### config.mk
export PLATFORM = sky130hd
export DESIGN_NAME = linefill_buffer
export DESIGN_NICKNAME = d
export VERILOG_FILES = /design/src/icache_pkg.sv /design/src/linefill_buffer.sv
export VERILOG_INCLUDE_DIRS = /design/src
export SDC_FILE = /design/constraint.sdc
export NUM_CORES = 1
export LEC_CHECK = 0
export ABC_AREA = 1
export BUFFER_PORTS_ARGS = -buffer_cell sky130_fd_sc_hd__buf_2
export CAP_MARGIN = 20
export CORE_AREA = 3 3 181 183
export CTS_CLUSTER_SIZE = 24
export DETAILED_ROUTE_END_ITERATION = 8
export DIE_AREA = 0 0 184 186
export GPL_ROUTABILITY_DRIVEN = 0
export PLACE_DENSITY = 0.51
export SYNTH_ARGS = -nofsm -noshare
export SYNTH_HDL_FRONTEND = slang
export SYNTH_SLANG_ARGS = --single-unit
### constraint.sdc
create_clock -name clk -period 16.3 [get_ports clk]
set_input_delay 2.445 -clock clk [delete_from_list [all_inputs] [get_ports clk]]
set_output_delay 2.445 -clock clk [all_outputs]
set_load 0.01 [all_outputs]
### src/icache_settings.svh
`ifndef ICACHE_SETTINGS_SVH
`define ICACHE_SETTINGS_SVH

// byte address split, tag bits
`define ICACHE_TAG_MSB 31
`define ICACHE_TAG_LSB 15

// set index bits
`define ICACHE_INDEX_MSB 14
`define ICACHE_INDEX_LSB 5

// 64-bit beats per 32-byte line
`define ICACHE_LINE_BEATS 4

// sets per way
`define ICACHE_SETS 1024

`endif
### src/icache_pkg.sv
`include "icache_settings.svh"

package icache_pkg;

   // one of two ways
   typedef logic way_t;

   // beat number inside a line
   typedef logic [$clog2(`ICACHE_LINE_BEATS)-1:0] beat_t;

   typedef logic [63:0] fetch_word_t;

   typedef logic [`ICACHE_TAG_MSB-`ICACHE_TAG_LSB:0] line_tag_t;

   // address bits 31..3 split into fields
   typedef struct packed {
      line_tag_t                                    tag;
      logic [`ICACHE_INDEX_MSB-`ICACHE_INDEX_LSB:0] index;
      beat_t                                        word;
   } fetch_addr_fields_s;

   // raw word for capture and biu, fields for arrays
   typedef union packed {
      logic [28:0]        raw;
      fetch_addr_fields_s f;
   } fetch_addr_u;

endpackage

### src/linefill_buffer.sv
`timescale 1ns/1ns

`include "icache_settings.svh"

module linefill_buffer import icache_pkg::*; (
   input  logic        clk,
   input  logic        beat_valid,
   input  beat_t       beat,
   input  fetch_word_t beat_data,
   input  beat_t       word,
   output fetch_word_t fwd_data
);

   localparam beat_t LAST_BEAT = beat_t'(`ICACHE_LINE_BEATS - 1);

   // beats before the last one
   fetch_word_t lfb [0:`ICACHE_LINE_BEATS-2];

   always_ff @(posedge clk) begin
      if (beat_valid && (beat != LAST_BEAT)) begin
         lfb[beat] <= beat_data;
      end
   end

   // critical word select
   always_comb begin
      case (word)
         2'd0: begin
            fwd_data = lfb[0];
         end
         2'd1: begin
            fwd_data = lfb[1];
         end
         2'd2: begin
            fwd_data = lfb[2];
         end
         default: begin
            // last beat is not stored yet, take it straight off the bus
            fwd_data = beat_data;
         end
      endcase
   end

endmodule

==> flow_summary_export.csv <==
group,metric,value,unit
grt,grt_pass1_vias,4974,
finish,top_regs,"lfb (192)",
power_and_ir_drop,power_frac_seq,53.0,%
routing,wire_per_inst,17.2,um
placed_design,portBuffers,133,
power_and_ir_drop,clock_power_share,38.3,%
grt,grt-busiest-layer,"met2",
power_and_ir_drop,irDropWorstVdd,0.0628,mV
finish,largest_register_ffs,192,
routing,wirelength,18900,um
finish,fillers,3215,
grt,use_met2,18.0,%
power_and_ir_drop,sw_frac_of_total,23.7,%
timing,drv_slew,0,
logic_synthesis,avgSynthCellArea,13.7,um2
logic_synthesis,syn_inst,567,
grt,grt_pass1_wl,29000,um
clocking,post_cts_buffers,0,
finish,regMostFlops,"lfb",
floorplanning,die_x,184,um
floorplanning,dieArea,0.0342,mm2
logic_synthesis,ys_seq_elements,192,
critical_path,cp_slowest_stage_delay,0.61,ns
timing,min_period_over_period,41.4,%
power_and_ir_drop,p_per_area,117,mW/mm2
floorplanning,num_rows,65,
clocking,clkTransAtPathRegs,0.08,ns
logic_synthesis,synth_cell_types,12,
critical_path,required,13.86,ns
timing,relSlewSlack,31.3,%
grt,grt.met1_usage,14.8,%
logic_synthesis,synthesis.nets,637,
run,cap_violations,0,
timing,period_needed,6.75,ns
critical_path,start_kind,"input pin",
routing,via_count,5089,
floorplanning,io-pin-count,134,
grt,grt-ovfl-total,0,
routing,ant_nets,0,
timing,worstMarginPinSlew,1.03,ns
power_and_ir_drop,power_switching,257,uW
clocking,clkSinkCount,192,
timing,finalSetupTns,0,ns
logic_synthesis,synth_area,0.00778,mm2
placed_design,place_hpwl,10700,um
timing,rsz0062_at_grt,"false",
clocking,htreeDepth,4,
grt,track_usage,11.2,%
finish,areaGrowthSynthToFinish,19.1,%
timing,fmax,148,MHz
clocking,clock_path_buffers,2,
clocking,cts_made_buffers,17,
power_and_ir_drop,leakage,0.00320,uW
logic_synthesis,ys_seq_area_share,74.1,%
timing,setup_viol,0,
critical_path,cp_cell_sequence,"buf_4 -> inv_2 -> buf_4 -> nand3_1 -> nand4_1 -> buf_2",
routing,drc,0,
timing,finalHoldViolCount,0,
critical_path,cp.arrival,4.31,ns
critical_path,critPathCaptureType,"primary output",
logic_synthesis,ys_warn_count,0,
power_and_ir_drop,combPwrFrac,8.7,%
critical_path,cp_slowest_cell,"inv_2",
routing,via_per_inst,4.64,
timing,whs,2.22,ns
logic_synthesis,synth.area.top_cells,"edfxtp_1, nand3_1, nand4_1",
grt,antenna_found_initial,1,
power_and_ir_drop,p_int,828,uW
finish,mostFrequentLayoutCells,"nand3_1, edfxtp_1, buf_2",
grt,use_met3,3.28,%
floorplanning,core_area,0.0314,mm2
floorplanning,initial_core_util,24.8,%
outcome,run_status,"finished clean",
finish,n_antenna_cell,0,
finish,drive_gt1_share,25.6,%
clocking,cts_tree,"built",
clocking,clockRootBuffer,"clkbuf_16",
floorplanning,fp.dieH,186,um
logic_synthesis,yosysTopAreaCellShare,74.1,%
logic_synthesis,yosysTopAreaCell,"edfxtp_1",
clocking,cts_resized,0,
grt,grt_max_degree,85,
critical_path,path_class,"input pin to primary output",
worst_hold_path,hold_class,"input pin to flip-flop",
clocking,postCtsHoldBufs,0,
routing,drtIter0Drc,353,
routing,first_pass_iters,4,
finish,nNetsFinal,752,
critical_path,cp_max_fo,47,
critical_path,path_common_cell,"buf_4",
## synth_stat cells, drive strengths merged
cell    count
buf        46
nand4      64
nand2      65
nand3     192
edfxtp    192
nor2        2
nor3        2
inv         4
## final timing paths
check                         start      endpoint  depth (start not counted)
worst max-delay path        word[0]  fwd_data[52]                          6
worst min-delay path  beat_data[58]    lfb[0][58]                          1
## through the flow
| step | worst slack, ns | cell area, um2 | total power (uW) | utilization [%] | instances |
|---|---|---|---|---|---|
| after floorplan | 8.83 | 7780 | 640 | - | 567 |
| after global placement | 9.55 | 8660 | 681 | 27.6 | 1064 |
| after detailed placement | 9.48 | 8680 | 683 | 27.7 | 1065 |
| after CTS | 9.49 | 9260 | 1100 | 29.5 | 1097 |
| after global routing | 9.32 | 9260 | 1140 | 29.5 | 1097 |
| final | 9.55 | 9260 | 1080 | 29.5 | 1097 |
## critical path, delay by kind of cell
| kind | cells | cell delay (ns) |
|---|---|---|
| buffers and inverters | 4 | 1.55 |
| AND/OR/NAND/NOR | 2 | 0.28 |
## routing by layer
| layer | up-vias | share of wire, % |
|---|---|---|
| met5 | - | 0.11 |
| met1 | 2528 | 46 |
| met4 | 2 | 0.61 |
| met3 | 10 | 5.2 |
| met2 | 131 | 48 |
| li1 | 2418 | - |
## cell type report
| type | count | area (um2) | area share, % |
|---|---|---|---|
| flip-flops and latches | 192 | 5770 | 62.2 |
| multi-input cells | 325 | 1650 | 17.8 |
| repair buffers | 142 | 751 | 8.10 |
| well taps | 402 | 503 | 5.43 |
| clock buffers | 17 | 425 | 4.59 |
| clock inverters | 15 | 155 | 1.67 |
| inverters | 4 | 15.0 | 0.162 |
## kinds of logic (layout without fill, tap and decap cells)
logic type,count (synthesis),after routing,share of synthesized area [%]
buffers and inverters,50,178,4.91
flip-flops,192,192,74.1
AND/OR/NAND/NOR,325,325,21.0
## power by group through the flow
stage / Clock, uW / Sequential [uW] / Combinational (uW)
floorplan: 0 / 586 / 53.9
global placement: 0 / 585 / 95.4
detailed placement: 0 / 586 / 97.0
CTS: 433 / 574 / 97.1
global route: 454 / 576 / 105
finish: 416 / 574 / 94.5
No activity file was read; power rests on OpenSTA's default activity.
