`config.mk`:
```
export PLATFORM = sky130hd
export DESIGN_NAME = icache_ctrl_fsm
export DESIGN_NICKNAME = d
export VERILOG_FILES = /design/src/icache_pkg.sv /design/src/icache_ctrl_fsm.sv
export VERILOG_INCLUDE_DIRS = /design/src
export SDC_FILE = /design/constraint.sdc
export NUM_CORES = 1
export LEC_CHECK = 0
export BUFFER_PORTS_ARGS = -buffer_cell sky130_fd_sc_hd__clkbuf_2
export CELL_PAD_IN_SITES_DETAIL_PLACEMENT = 0
export CELL_PAD_IN_SITES_GLOBAL_PLACEMENT = 1
export CORE_ASPECT_RATIO = 0.7
export CORE_UTILIZATION = 28
export CTS_CLUSTER_SIZE = 25
export DETAILED_ROUTE_END_ITERATION = 6
export GPL_ROUTABILITY_DRIVEN = 0
export GPL_TIMING_DRIVEN = 0
export HOLD_SLACK_MARGIN = 0.02
export PLACE_DENSITY_LB_ADDON = 0.1
export SLEW_MARGIN = 20
export SYNTH_ARGS = -nofsm -noshare
export SYNTH_HDL_FRONTEND = slang
export SYNTH_SLANG_ARGS = --single-unit
```
`constraint.sdc`:
```
create_clock -name clk -period 4.6 [get_ports clk]
set_clock_uncertainty 0.15 [all_clocks]
set_input_delay 0.69 -clock clk [delete_from_list [all_inputs] [get_ports clk]]
set_output_delay 0.69 -clock clk [all_outputs]
set_load 0.1 [all_outputs]
```
`src/icache_settings.svh`:
```
`ifndef ICACHE_SETTINGS_SVH
`define ICACHE_SETTINGS_SVH

// byte address split, tag bits
`define ICACHE_TAG_MSB 31
`define ICACHE_TAG_LSB 15

// set index bits
`define ICACHE_INDEX_MSB 14
`define ICACHE_INDEX_LSB 5

// 64-bit beats per 32-byte line
`define ICACHE_LINE_BEATS 4

// sets per way
`define ICACHE_SETS 1024

`endif
```
`src/icache_pkg.sv`:
```
`include "icache_settings.svh"

package icache_pkg;

   // one of two ways
   typedef logic way_t;

   // beat number inside a line
   typedef logic [$clog2(`ICACHE_LINE_BEATS)-1:0] beat_t;

   typedef logic [63:0] fetch_word_t;

   typedef logic [`ICACHE_TAG_MSB-`ICACHE_TAG_LSB:0] line_tag_t;

   // address bits 31..3 split into fields
   typedef struct packed {
      line_tag_t                                    tag;
      logic [`ICACHE_INDEX_MSB-`ICACHE_INDEX_LSB:0] index;
      beat_t                                        word;
   } fetch_addr_fields_s;

   // raw word for capture and biu, fields for arrays
   typedef union packed {
      logic [28:0]        raw;
      fetch_addr_fields_s f;
   } fetch_addr_u;

endpackage

```
`src/icache_ctrl_fsm.sv`:
```
`timescale 1ns/1ns

module icache_ctrl_fsm import icache_pkg::*; (
   input  logic        clk,
   input  logic        rst_n,
   input  logic        req,
   input  fetch_addr_u addr,
   output logic        ack,
   input  logic        cancel,
   output logic        data_valid,
   output logic        lookup_en,
   output fetch_addr_u lookup_addr,
   input  logic        hit,
   output logic        biu_req,
   output logic [28:0] biu_addr,
   input  logic        biu_ack,
   input  logic        beat_valid,
   input  logic        beat_last,
   output logic        fill_busy
);

   localparam logic [1:0] IDLE    = 2'd0;
   localparam logic [1:0] LOOKUP  = 2'd1;
   localparam logic [1:0] REQUEST = 2'd2;
   localparam logic [1:0] FILL    = 2'd3;

   logic [1:0] state;
   logic [1:0] state_nxt;
   logic       accept;
   logic       deliver;
   logic       cancel_q;

   // only one lookup in flight, ack only when idle
   assign ack    = req & (state == IDLE);
   assign accept = req & ack;

   // arrays read at acceptance
   assign lookup_en = accept;

   // result is due either on the ic2 hit or on the last fill beat
   assign deliver = ((state == LOOKUP) & hit) |
                    ((state == FILL) & beat_valid & beat_last);

   // cancel level or a pending cancel kills the delivery
   assign data_valid = deliver & ~(cancel | cancel_q);

   // miss raises the request in the lookup cycle itself
   assign biu_req   = ((state == LOOKUP) & ~hit) | (state == REQUEST);
   // line aligned burst address
   assign biu_addr  = {lookup_addr.raw[28:2], 2'b00};
   assign fill_busy = (state == FILL);

   always_comb begin
      state_nxt = state;
      case (state)
         IDLE: begin
            if (accept) begin
               state_nxt = LOOKUP;
            end
         end
         LOOKUP: begin
            // biu may ack in the same cycle as the miss
            if (hit) begin
               state_nxt = IDLE;
            end else if (biu_ack) begin
               state_nxt = FILL;
            end else begin
               state_nxt = REQUEST;
            end
         end
         REQUEST: begin
            if (biu_ack) begin
               state_nxt = FILL;
            end
         end
         default: begin
            if (beat_valid & beat_last) begin
               state_nxt = IDLE;
            end
         end
      endcase
   end

   always_ff @(posedge clk) begin
      if (!rst_n) begin
         state    <= IDLE;
         cancel_q <= 1'b0;
      end else begin
         state <= state_nxt;
         // remember a cancel until the next delivery slot
         if (cancel | deliver) begin
            cancel_q <= cancel & ~deliver;
         end
      end
   end

   // ic2 address
   always_ff @(posedge clk) begin
      if (accept) begin
         lookup_addr <= addr;
      end
   end

   // a granted burst turns into a fill with no new request
   a_no_req_in_fill: assert property (@(posedge clk) disable iff (!rst_n)
      (biu_req && biu_ack) |=> (fill_busy && !biu_req));

   // lookup blocks further requests
   a_no_ack_in_lookup: assert property (@(posedge clk) disable iff (!rst_n)
      accept |=> !ack);

endmodule

```
==> results of run 1 <==
-- Yosys cell counts --
| cell type | n | area share [%] |
|---|---|---|
| a21o_1 | 1 | 0.57 |
| a21oi_1 | 2 | 0.77 |
| o21bai_1 | 1 | 0.57 |
| nor2b_1 | 3 | 1.4 |
| o211a_1 | 1 | 0.77 |
| buf_6 | 1 | 0.86 |
| dfxtp_1 | 3 | 4.6 |
| inv_1 | 1 | 0.29 |
| and2_2 | 1 | 0.57 |
| edfxtp_1 | 29 | 67 |
| o21ai_1 | 1 | 0.38 |
| conb_1 | 1 | 0.29 |
| nor3b_2 | 1 | 0.96 |
| nor3b_1 | 1 | 0.57 |
| nand3_1 | 1 | 0.38 |
| buf_4 | 30 | 17 |
| nor3_1 | 1 | 0.38 |
| o21ai_2 | 1 | 0.67 |
| mux2_4 | 1 | 1.1 |
| and3_4 | 1 | 0.86 |
-- registers in the layout, indices dropped and copies added (netlist names) --
signal / count
cancel_q: 1
lookup_addr: 29
state: 2
-- stage by stage --
| step | util [%] | std cells | power, mW |
|---|---|---|---|
| floorplan | - | 83 | 0.7082 |
| global placement | 42.44 | 235 | 0.7623 |
| detailed placement | 42.84 | 236 | 0.7659 |
| CTS | 44.66 | 244 | 0.9683 |
| global route | 44.66 | 244 | 0.9893 |
| finish | 44.66 | 244 | 0.9536 |
-- final timing paths --
check                         to  slack [ns]      from
setup / recovery             ack        1.52       req
hold / removal          cancel_q        0.36  cancel_q
setup reg to reg  lookup_addr[0]        2.73  state[1]
hold reg to reg         cancel_q        0.36  cancel_q
-- logic make-up (layout without fill, tap and decap cells) --
| family | after synthesis | count (layout) | synth area share [%] |
|---|---|---|---|
| muxes | 1 | 1 | 1.149 |
| DFF | 32 | 32 | 71.26 |
| and+or+nand+nor | 9 | 9 | 5.172 |
| other | 1 | 2 | 0.2871 |
| buffers and inverters | 32 | 138 | 18.39 |
| AOI/OAI and AO/OA | 7 | 7 | 3.736 |
-- metal layers --
layer / vias to the layer above / track usage, %
li1: 468 / -
met1: 402 / 11.08
met2: 61 / 16.38
met3: 2 / 5.014
met4: 0 / 5.811
met5: - / 0
-- layout make-up --
type                            instances  share of cell area (%)
Sequential cell                        32                   47.33
Timing Repair Buffer                   98                   25.25
Buffer                                 31                   12.02
Multi-Input combinational cell         19                   7.634
Clock buffer                            7                   3.880
Tap cell                               55                   3.499
Clock inverter                          1                  0.1908
Inverter                                1                  0.1908
-- critical path: cells and delay by family --
family / cells / cell delay [ns]
buf+inv: 3 / 0.85
simple gates: 1 / 0.68
-- where the power goes --
part           switching [mW]  total (mW)  leakage, nW  internal [mW]
clock                  0.0911       0.196       0.0399          0.105
combinational           0.334       0.400        0.630         0.0662
sequential             0.0118       0.357        0.301          0.345
==> metrics.md, run 1 <==
| Metric | Value |
|---|---|
| Post-route ant nets | 0 |
| Rows | 20 |
| Fin area | 1967 sq um |
| Final worst slack | 1.517 ns |
| Hold Crit Depth | 1 |
| Max Cap Viol | 0 |
| Die height | 59.15 microns |
| I/O Buffers | 97 |
| Area of the die | between 4000 and 5000 sq um |
| DRC | 0 |
| Hpwl dp | 1975 microns |
| GRT Overall Usage | 10.13% |
| Pre-Repair DR Iteration Count | 5 |
| Width of the die | between 80 and 90 microns |
| Clock Path Buffers | 2 |
| First-pass GRT wire length | 3705 microns |
| Core area | around 4400 sq um |
| Worst Tran Pin Value | about 0.8 ns |
| ANT cells | 0 |
| Kind of critical path | input pin to output port |
| Initial DRC count | 35 |
| Outcome | finished, final reports clean |
| CP dominant cell by count | clkbuf_2 |
| Largest net degree at the start of global routing | 17 |
| Mapped Cells | 82 |
| Commonest non-fill, non-tap cell in the layout | clkbuf_2 |
| Final setup fails | 0 |
| Worst Path Required | 3.76 ns |
| Worst hold path type | flip-flop to flip-flop |
| Pwr/cell area | 484.8 nW/um^2 |
| Slew HR | a little under half |
| Nets | 225 |
| Worst skew pair latency | 0.27 ns |
| Reg clk slew, reported paths | around 0.06 ns |
| # H-tree levels | 2 |
| Clock sink count | 32 |
| Critical path arrival | 2.24 ns |
| Yosys Warn Count | 0 |
| CTS Hold Bufs | 0 |
| Vias | 933 |
| Initial antenna violation count | 0 |
| Cell chain of the critical path | clkbuf_2 > nor3b_4 > buf_6 > clkbuf_2 |
| Pleak | 0.9709 nW |
| Min Hold Slack | between 0.3 and 0.4 ns |
| Area of the multi-input gates | 150.1 sq um |
| Initial Util | 29.66% |
| Slew Limit Fails | 0 |
| Share of cells above drive strength 1 | 74.07% |
| Synth Register Bits | 32 |
| Vias in the first global route | 836 |
| Sequential area share after synthesis | 71.26% |
| IO Pins | 100 |
| WL final | around 2500 microns |
| Post-CTS Resized | 0 |
| Crit path time final | 3.083 ns |
| Placed cell area | 1887 sq um |
| Highest-count cells in the layout ignoring fill and taps | clkbuf_2 (97), buf_4 (30), edfxtp_1 (29) |
| Yosys cell types | 20 |
| Vias per cell | 3.824 |
| Fill count | 425 |
| RSZ-0062 raised after global routing | no |
| Drt wl/cell | 10.17 microns |
| CTS tree | yes |
| CP max stage cell | nor3b_4 |
| CP endpoint kind | output port |
| CP peak stage delay | 0.68 ns |
| Pre-CTS setup slack | 1.511 ns |
| Cell depth of the worst flop-to-flop path | 3 |
| Uppermost routed layer | met4 |
| Post-CTS Repair Setup Buffers | 0 |
| P&R area growth vs syn | 50.57% |
| CTS buffer count | 5 |
| Met2 wire len | 1157 microns |
| Worst VDD drop | 0.0002725 V |
| Crit-path max FO | 16 |
| Critical Path Start Type | input pin |
| Syn Area/Cell | about 16 sq um |
| Met3 WL | approximately 260 microns |
| Final Hold Viols | 0 |
| Reg area | 930.9 sq um |
| Final worst-path cycle share | 67.01% |
| Post-Syn Area | 1306 sq um |
| Root buf cell | clkbuf_8 |
| Setup tns final | 0 ns |
| Remaining Overflow, GRT | 0 |
| Fmax achieved | 324.4 MHz |
| Met1 WL | 1050 microns |
(Power assumes the default switching activity.)
==> inputs of run 2 (changes only) <==
- ABC_AREA: default -> 1
- CORE_UTILIZATION: 28 -> 25
- clock period: 4.6 -> 2.8 ns (I/O delays scaled with it)
==> metrics.md, run 2 <==
| Metric | Value |
|---|---|
| Pwr/cell area | 860.1 nW/um^2 (+77%) |
| Commonest cells post-synth | buf_4 (30), edfxtp_1 (29), nand2_1 (7), inv_1 (6), nand3_1 (5) |
| Hpwl dp | 2179 microns (+10%) |
| Setup tns final | 0 ns (unchanged) |
| Die height | 62.10 microns (+5.0%) |
| Reg clk slew, reported paths | 0.07 ns (about the same) |
| Sequential area share after synthesis | 72.16% (+0.90 points) |
| First-pass GRT wire length | 4215 microns (+14%) |
| Critical Path Start Type | flip-flop |
| Drt wl/cell | 9.879 microns (-2.8%) |
| Worst hold path type | input pin to flip-flop |
| Commonest non-fill, non-tap cell in the layout | clkbuf_2 |
| CP max stage cell | dfxtp_1 |
| Final worst-path cycle share | between 80% and 90% |
| Leading registers by flop count | lookup_addr: 29 flops, state: 2 flops, cancel_q: 1 flops |
| Post-Syn Area | 1290 sq um (-1.2%) |
| CTS tree | yes |
| Worst Tran Pin Value | 0.5594 ns (-0.2533 ns) |
| Final setup fails | 0 (unchanged) |
| Crit-path max FO | 7 (-9) |
| Post-route ant nets | 0 (unchanged) |
| Worst VDD drop | 0.0003736 V (+37%) |
| Post-CTS Resized | 0 (unchanged) |
| Root buf cell | clkbuf_8 |
| Remaining Overflow, GRT | 0 (unchanged) |
| Top cell type's share of synthesized area | 67.51% (+0.84 points) |
| CP endpoint kind | output port |
| Fill count | 474 (+12%) |
| WL final | 2687 microns (+8.3%) |
| Outcome | finished, final reports clean |
| Initial antenna violation count | 0 (unchanged) |
| IO Pins | 100 (unchanged) |
| Pleak | 1.032 nW (+6.2%) |
| Uppermost routed layer | met4 |
| Max Cap Viol | 0 (unchanged) |
| Largest net degree at the start of global routing | 18 (+1) |
| Vias | 993 (+6.4%) |
| DRC | 0 (unchanged) |
| # H-tree levels | 2 (unchanged) |
| Initial Util | 26.54% (-3.1 points) |
| Synth Register Bits | 32 (unchanged) |
| Fmax achieved | 437.8 MHz |
| Yosys Warn Count | 0 (unchanged) |
| Buf/Inv on CP | 2 (-1) |
| ANT cells | 0 (unchanged) |
| Width of the die | 87.86 microns (+5.0%) |
| Largest reg by FF count | lookup_addr |
| I/O Buffers | 97 (unchanged) |
| CP peak stage delay | 0.49 ns (-0.19 ns) |
| Synth area leader | edfxtp_1 |
| Min Hold Slack | 0.1644 ns (-0.1919 ns) |
| Yosys cell types | 15 (-25%) |
| Initial DRC count | 61 (+74%) |
| Slew HR | 62.87% (+17 points) |
| Pre-CTS setup slack | 0.1914 ns (-1.319 ns) |
| Final worst slack | 0.5161 ns (-1.001 ns) |
| Kind of critical path | flip-flop to output port |
| RSZ-0062 raised after global routing | no |
| Ranking of synthesized cells by area | edfxtp_1 (68%), buf_4 (17%), dfxtp_1 (4.7%) |
| Met2 wire len | 1236 microns (+6.8%) |
| Post-synth EDFFs | 29 (unchanged) |
| Largest register FFs | 29 (unchanged) |
| Clock Path Buffers | 2 (unchanged) |
| Pre-Repair DR Iteration Count | 4 (-1) |
| Final Hold Viols | 0 (unchanged) |
| Crit path max-delay family | buffers and inverters |
| Clock sink count | 32 (unchanged) |
| Share of cells above drive strength 1 | 70.44% (-3.6 points) |
| Crit path time final | between 2 and 2.5 ns |
| Worst Path Required | 2.23 ns (-1.53 ns) |
| Worst skew pair latency | 0.27 ns (about the same) |
| Highest-count cells in the layout ignoring fill and taps | clkbuf_2 (97), buf_4 (34), edfxtp_1 (29) |
| Met1 WL | 1104 microns (+5.1%) |
| Rows | 21 (+5.0%) |
| Post-synth ARST share | 0% (unchanged) |
| Vias per cell | 3.651 (-4.5%) |
| Critical path arrival | 1.71 ns (-0.53 ns) |
| Met3 WL | 328 microns (+27%) |
| Area of the die | 5456 sq um (+10%) |
| Syn Area/Cell | 14.02 sq um (-12%) |
| Main synth FF type | edfxtp_1 |
| CTS buffer count | 5 (unchanged) |
| GRT Overall Usage | 10.70% (+0.57 points) |
| Vias in the first global route | 913 (+9.2%) |
| Core area | 4861 sq um (+10%) |
| Cell chain of the critical path | inv_1 > a21oi_2 > and3_1 > clkbuf_2 |
| Slew Limit Fails | 0 (unchanged) |
| CTS Hold Bufs | 0 (unchanged) |
| Nets | 239 (+6.2%) |
| Count leader, synth | buf_4 |
| P&R area growth vs syn | 58.29% |
| Mapped Cells | 92 (+12%) |
[run 2: cell count changes after synthesis, moves of 3 or more]
| cell | previous run | this run |
|---|---|---|
| nor2b_1 | 3 | 0 |
| nor2_1 | 0 | 3 |
| nand3_1 | 1 | 5 |
| nand2_1 | 0 | 7 |
| inv_1 | 1 | 6 |
[run 2: power breakdown]
group          internal, mW  total (mW)  switching (mW)
logic                 0.127       0.737           0.610
registers             0.572       0.596          0.0235
clock network         0.264       0.424           0.160
total                 0.963        1.76           0.794
[run 2: cell type report]
cell class | instances | area (sq um) | area share [%]
inverters | 7 | 26.28 | 1.287
clock inverters | 2 | 35.03 | 1.716
flip-flops and latches | 32 | 930.9 | 45.59
well taps | 69 | 86.33 | 4.228
plain buffers | 30 | 225.2 | 11.03
multi-input cells | 24 | 122.6 | 6.005
clock buffers | 6 | 72.57 | 3.554
repair buffers | 102 | 543.0 | 26.59
[run 2: routing by layer]
layer,global-route usage (%),vias up
li1,-,496
met1,12.64,432
met2,16.18,63
met3,5.319,2
met4,4.918,0
met5,0,-
[run 2: worst register-to-register path: stages, from the launching register on]
cell	delay [ns]
dfxtp_1	0.36
nor3_4	0.32
buf_4	0.22
buf_4	0.17
[run 2: metrics by stage]
step / utilization (%) / instances / area (sq um) / power [mW]
floorplan: - / 93 / 1305 / 1.229
global placement: 38.61 / 259 / 1877 / 1.325
detailed placement: 39.18 / 260 / 1904 / 1.338
CTS: 41.39 / 268 / 2012 / 1.772
global route: 42.01 / 272 / 2042 / 1.828
finish: 42.01 / 272 / 2042 / 1.756
[run 2: worst paths after layout]
kind | start | slack, ns | depth (start not counted) | end
max reg2reg | state[0] | 1.29 | 3 | lookup_addr[0]
min | addr[12] | 0.16 | 1 | lookup_addr[12]
min reg2reg | cancel_q | 0.40 | 2 | cancel_q
max | state[1] | 0.52 | 4 | data_valid
[run 2: timing repair]
action / in CTS / in global routing
setup endpoints to repair: 1 / 1
buffers inserted: 0 / 4
pin swaps: 1 / 1
[run 2: cell families after synthesis]
group / Yosys count / share of synthesized area (%)
other cells: 1 / 0.2907
simple gates: 19 / 6.596
buf+inv: 37 / 19.50
compound gates: 3 / 1.454
flops: 32 / 72.16
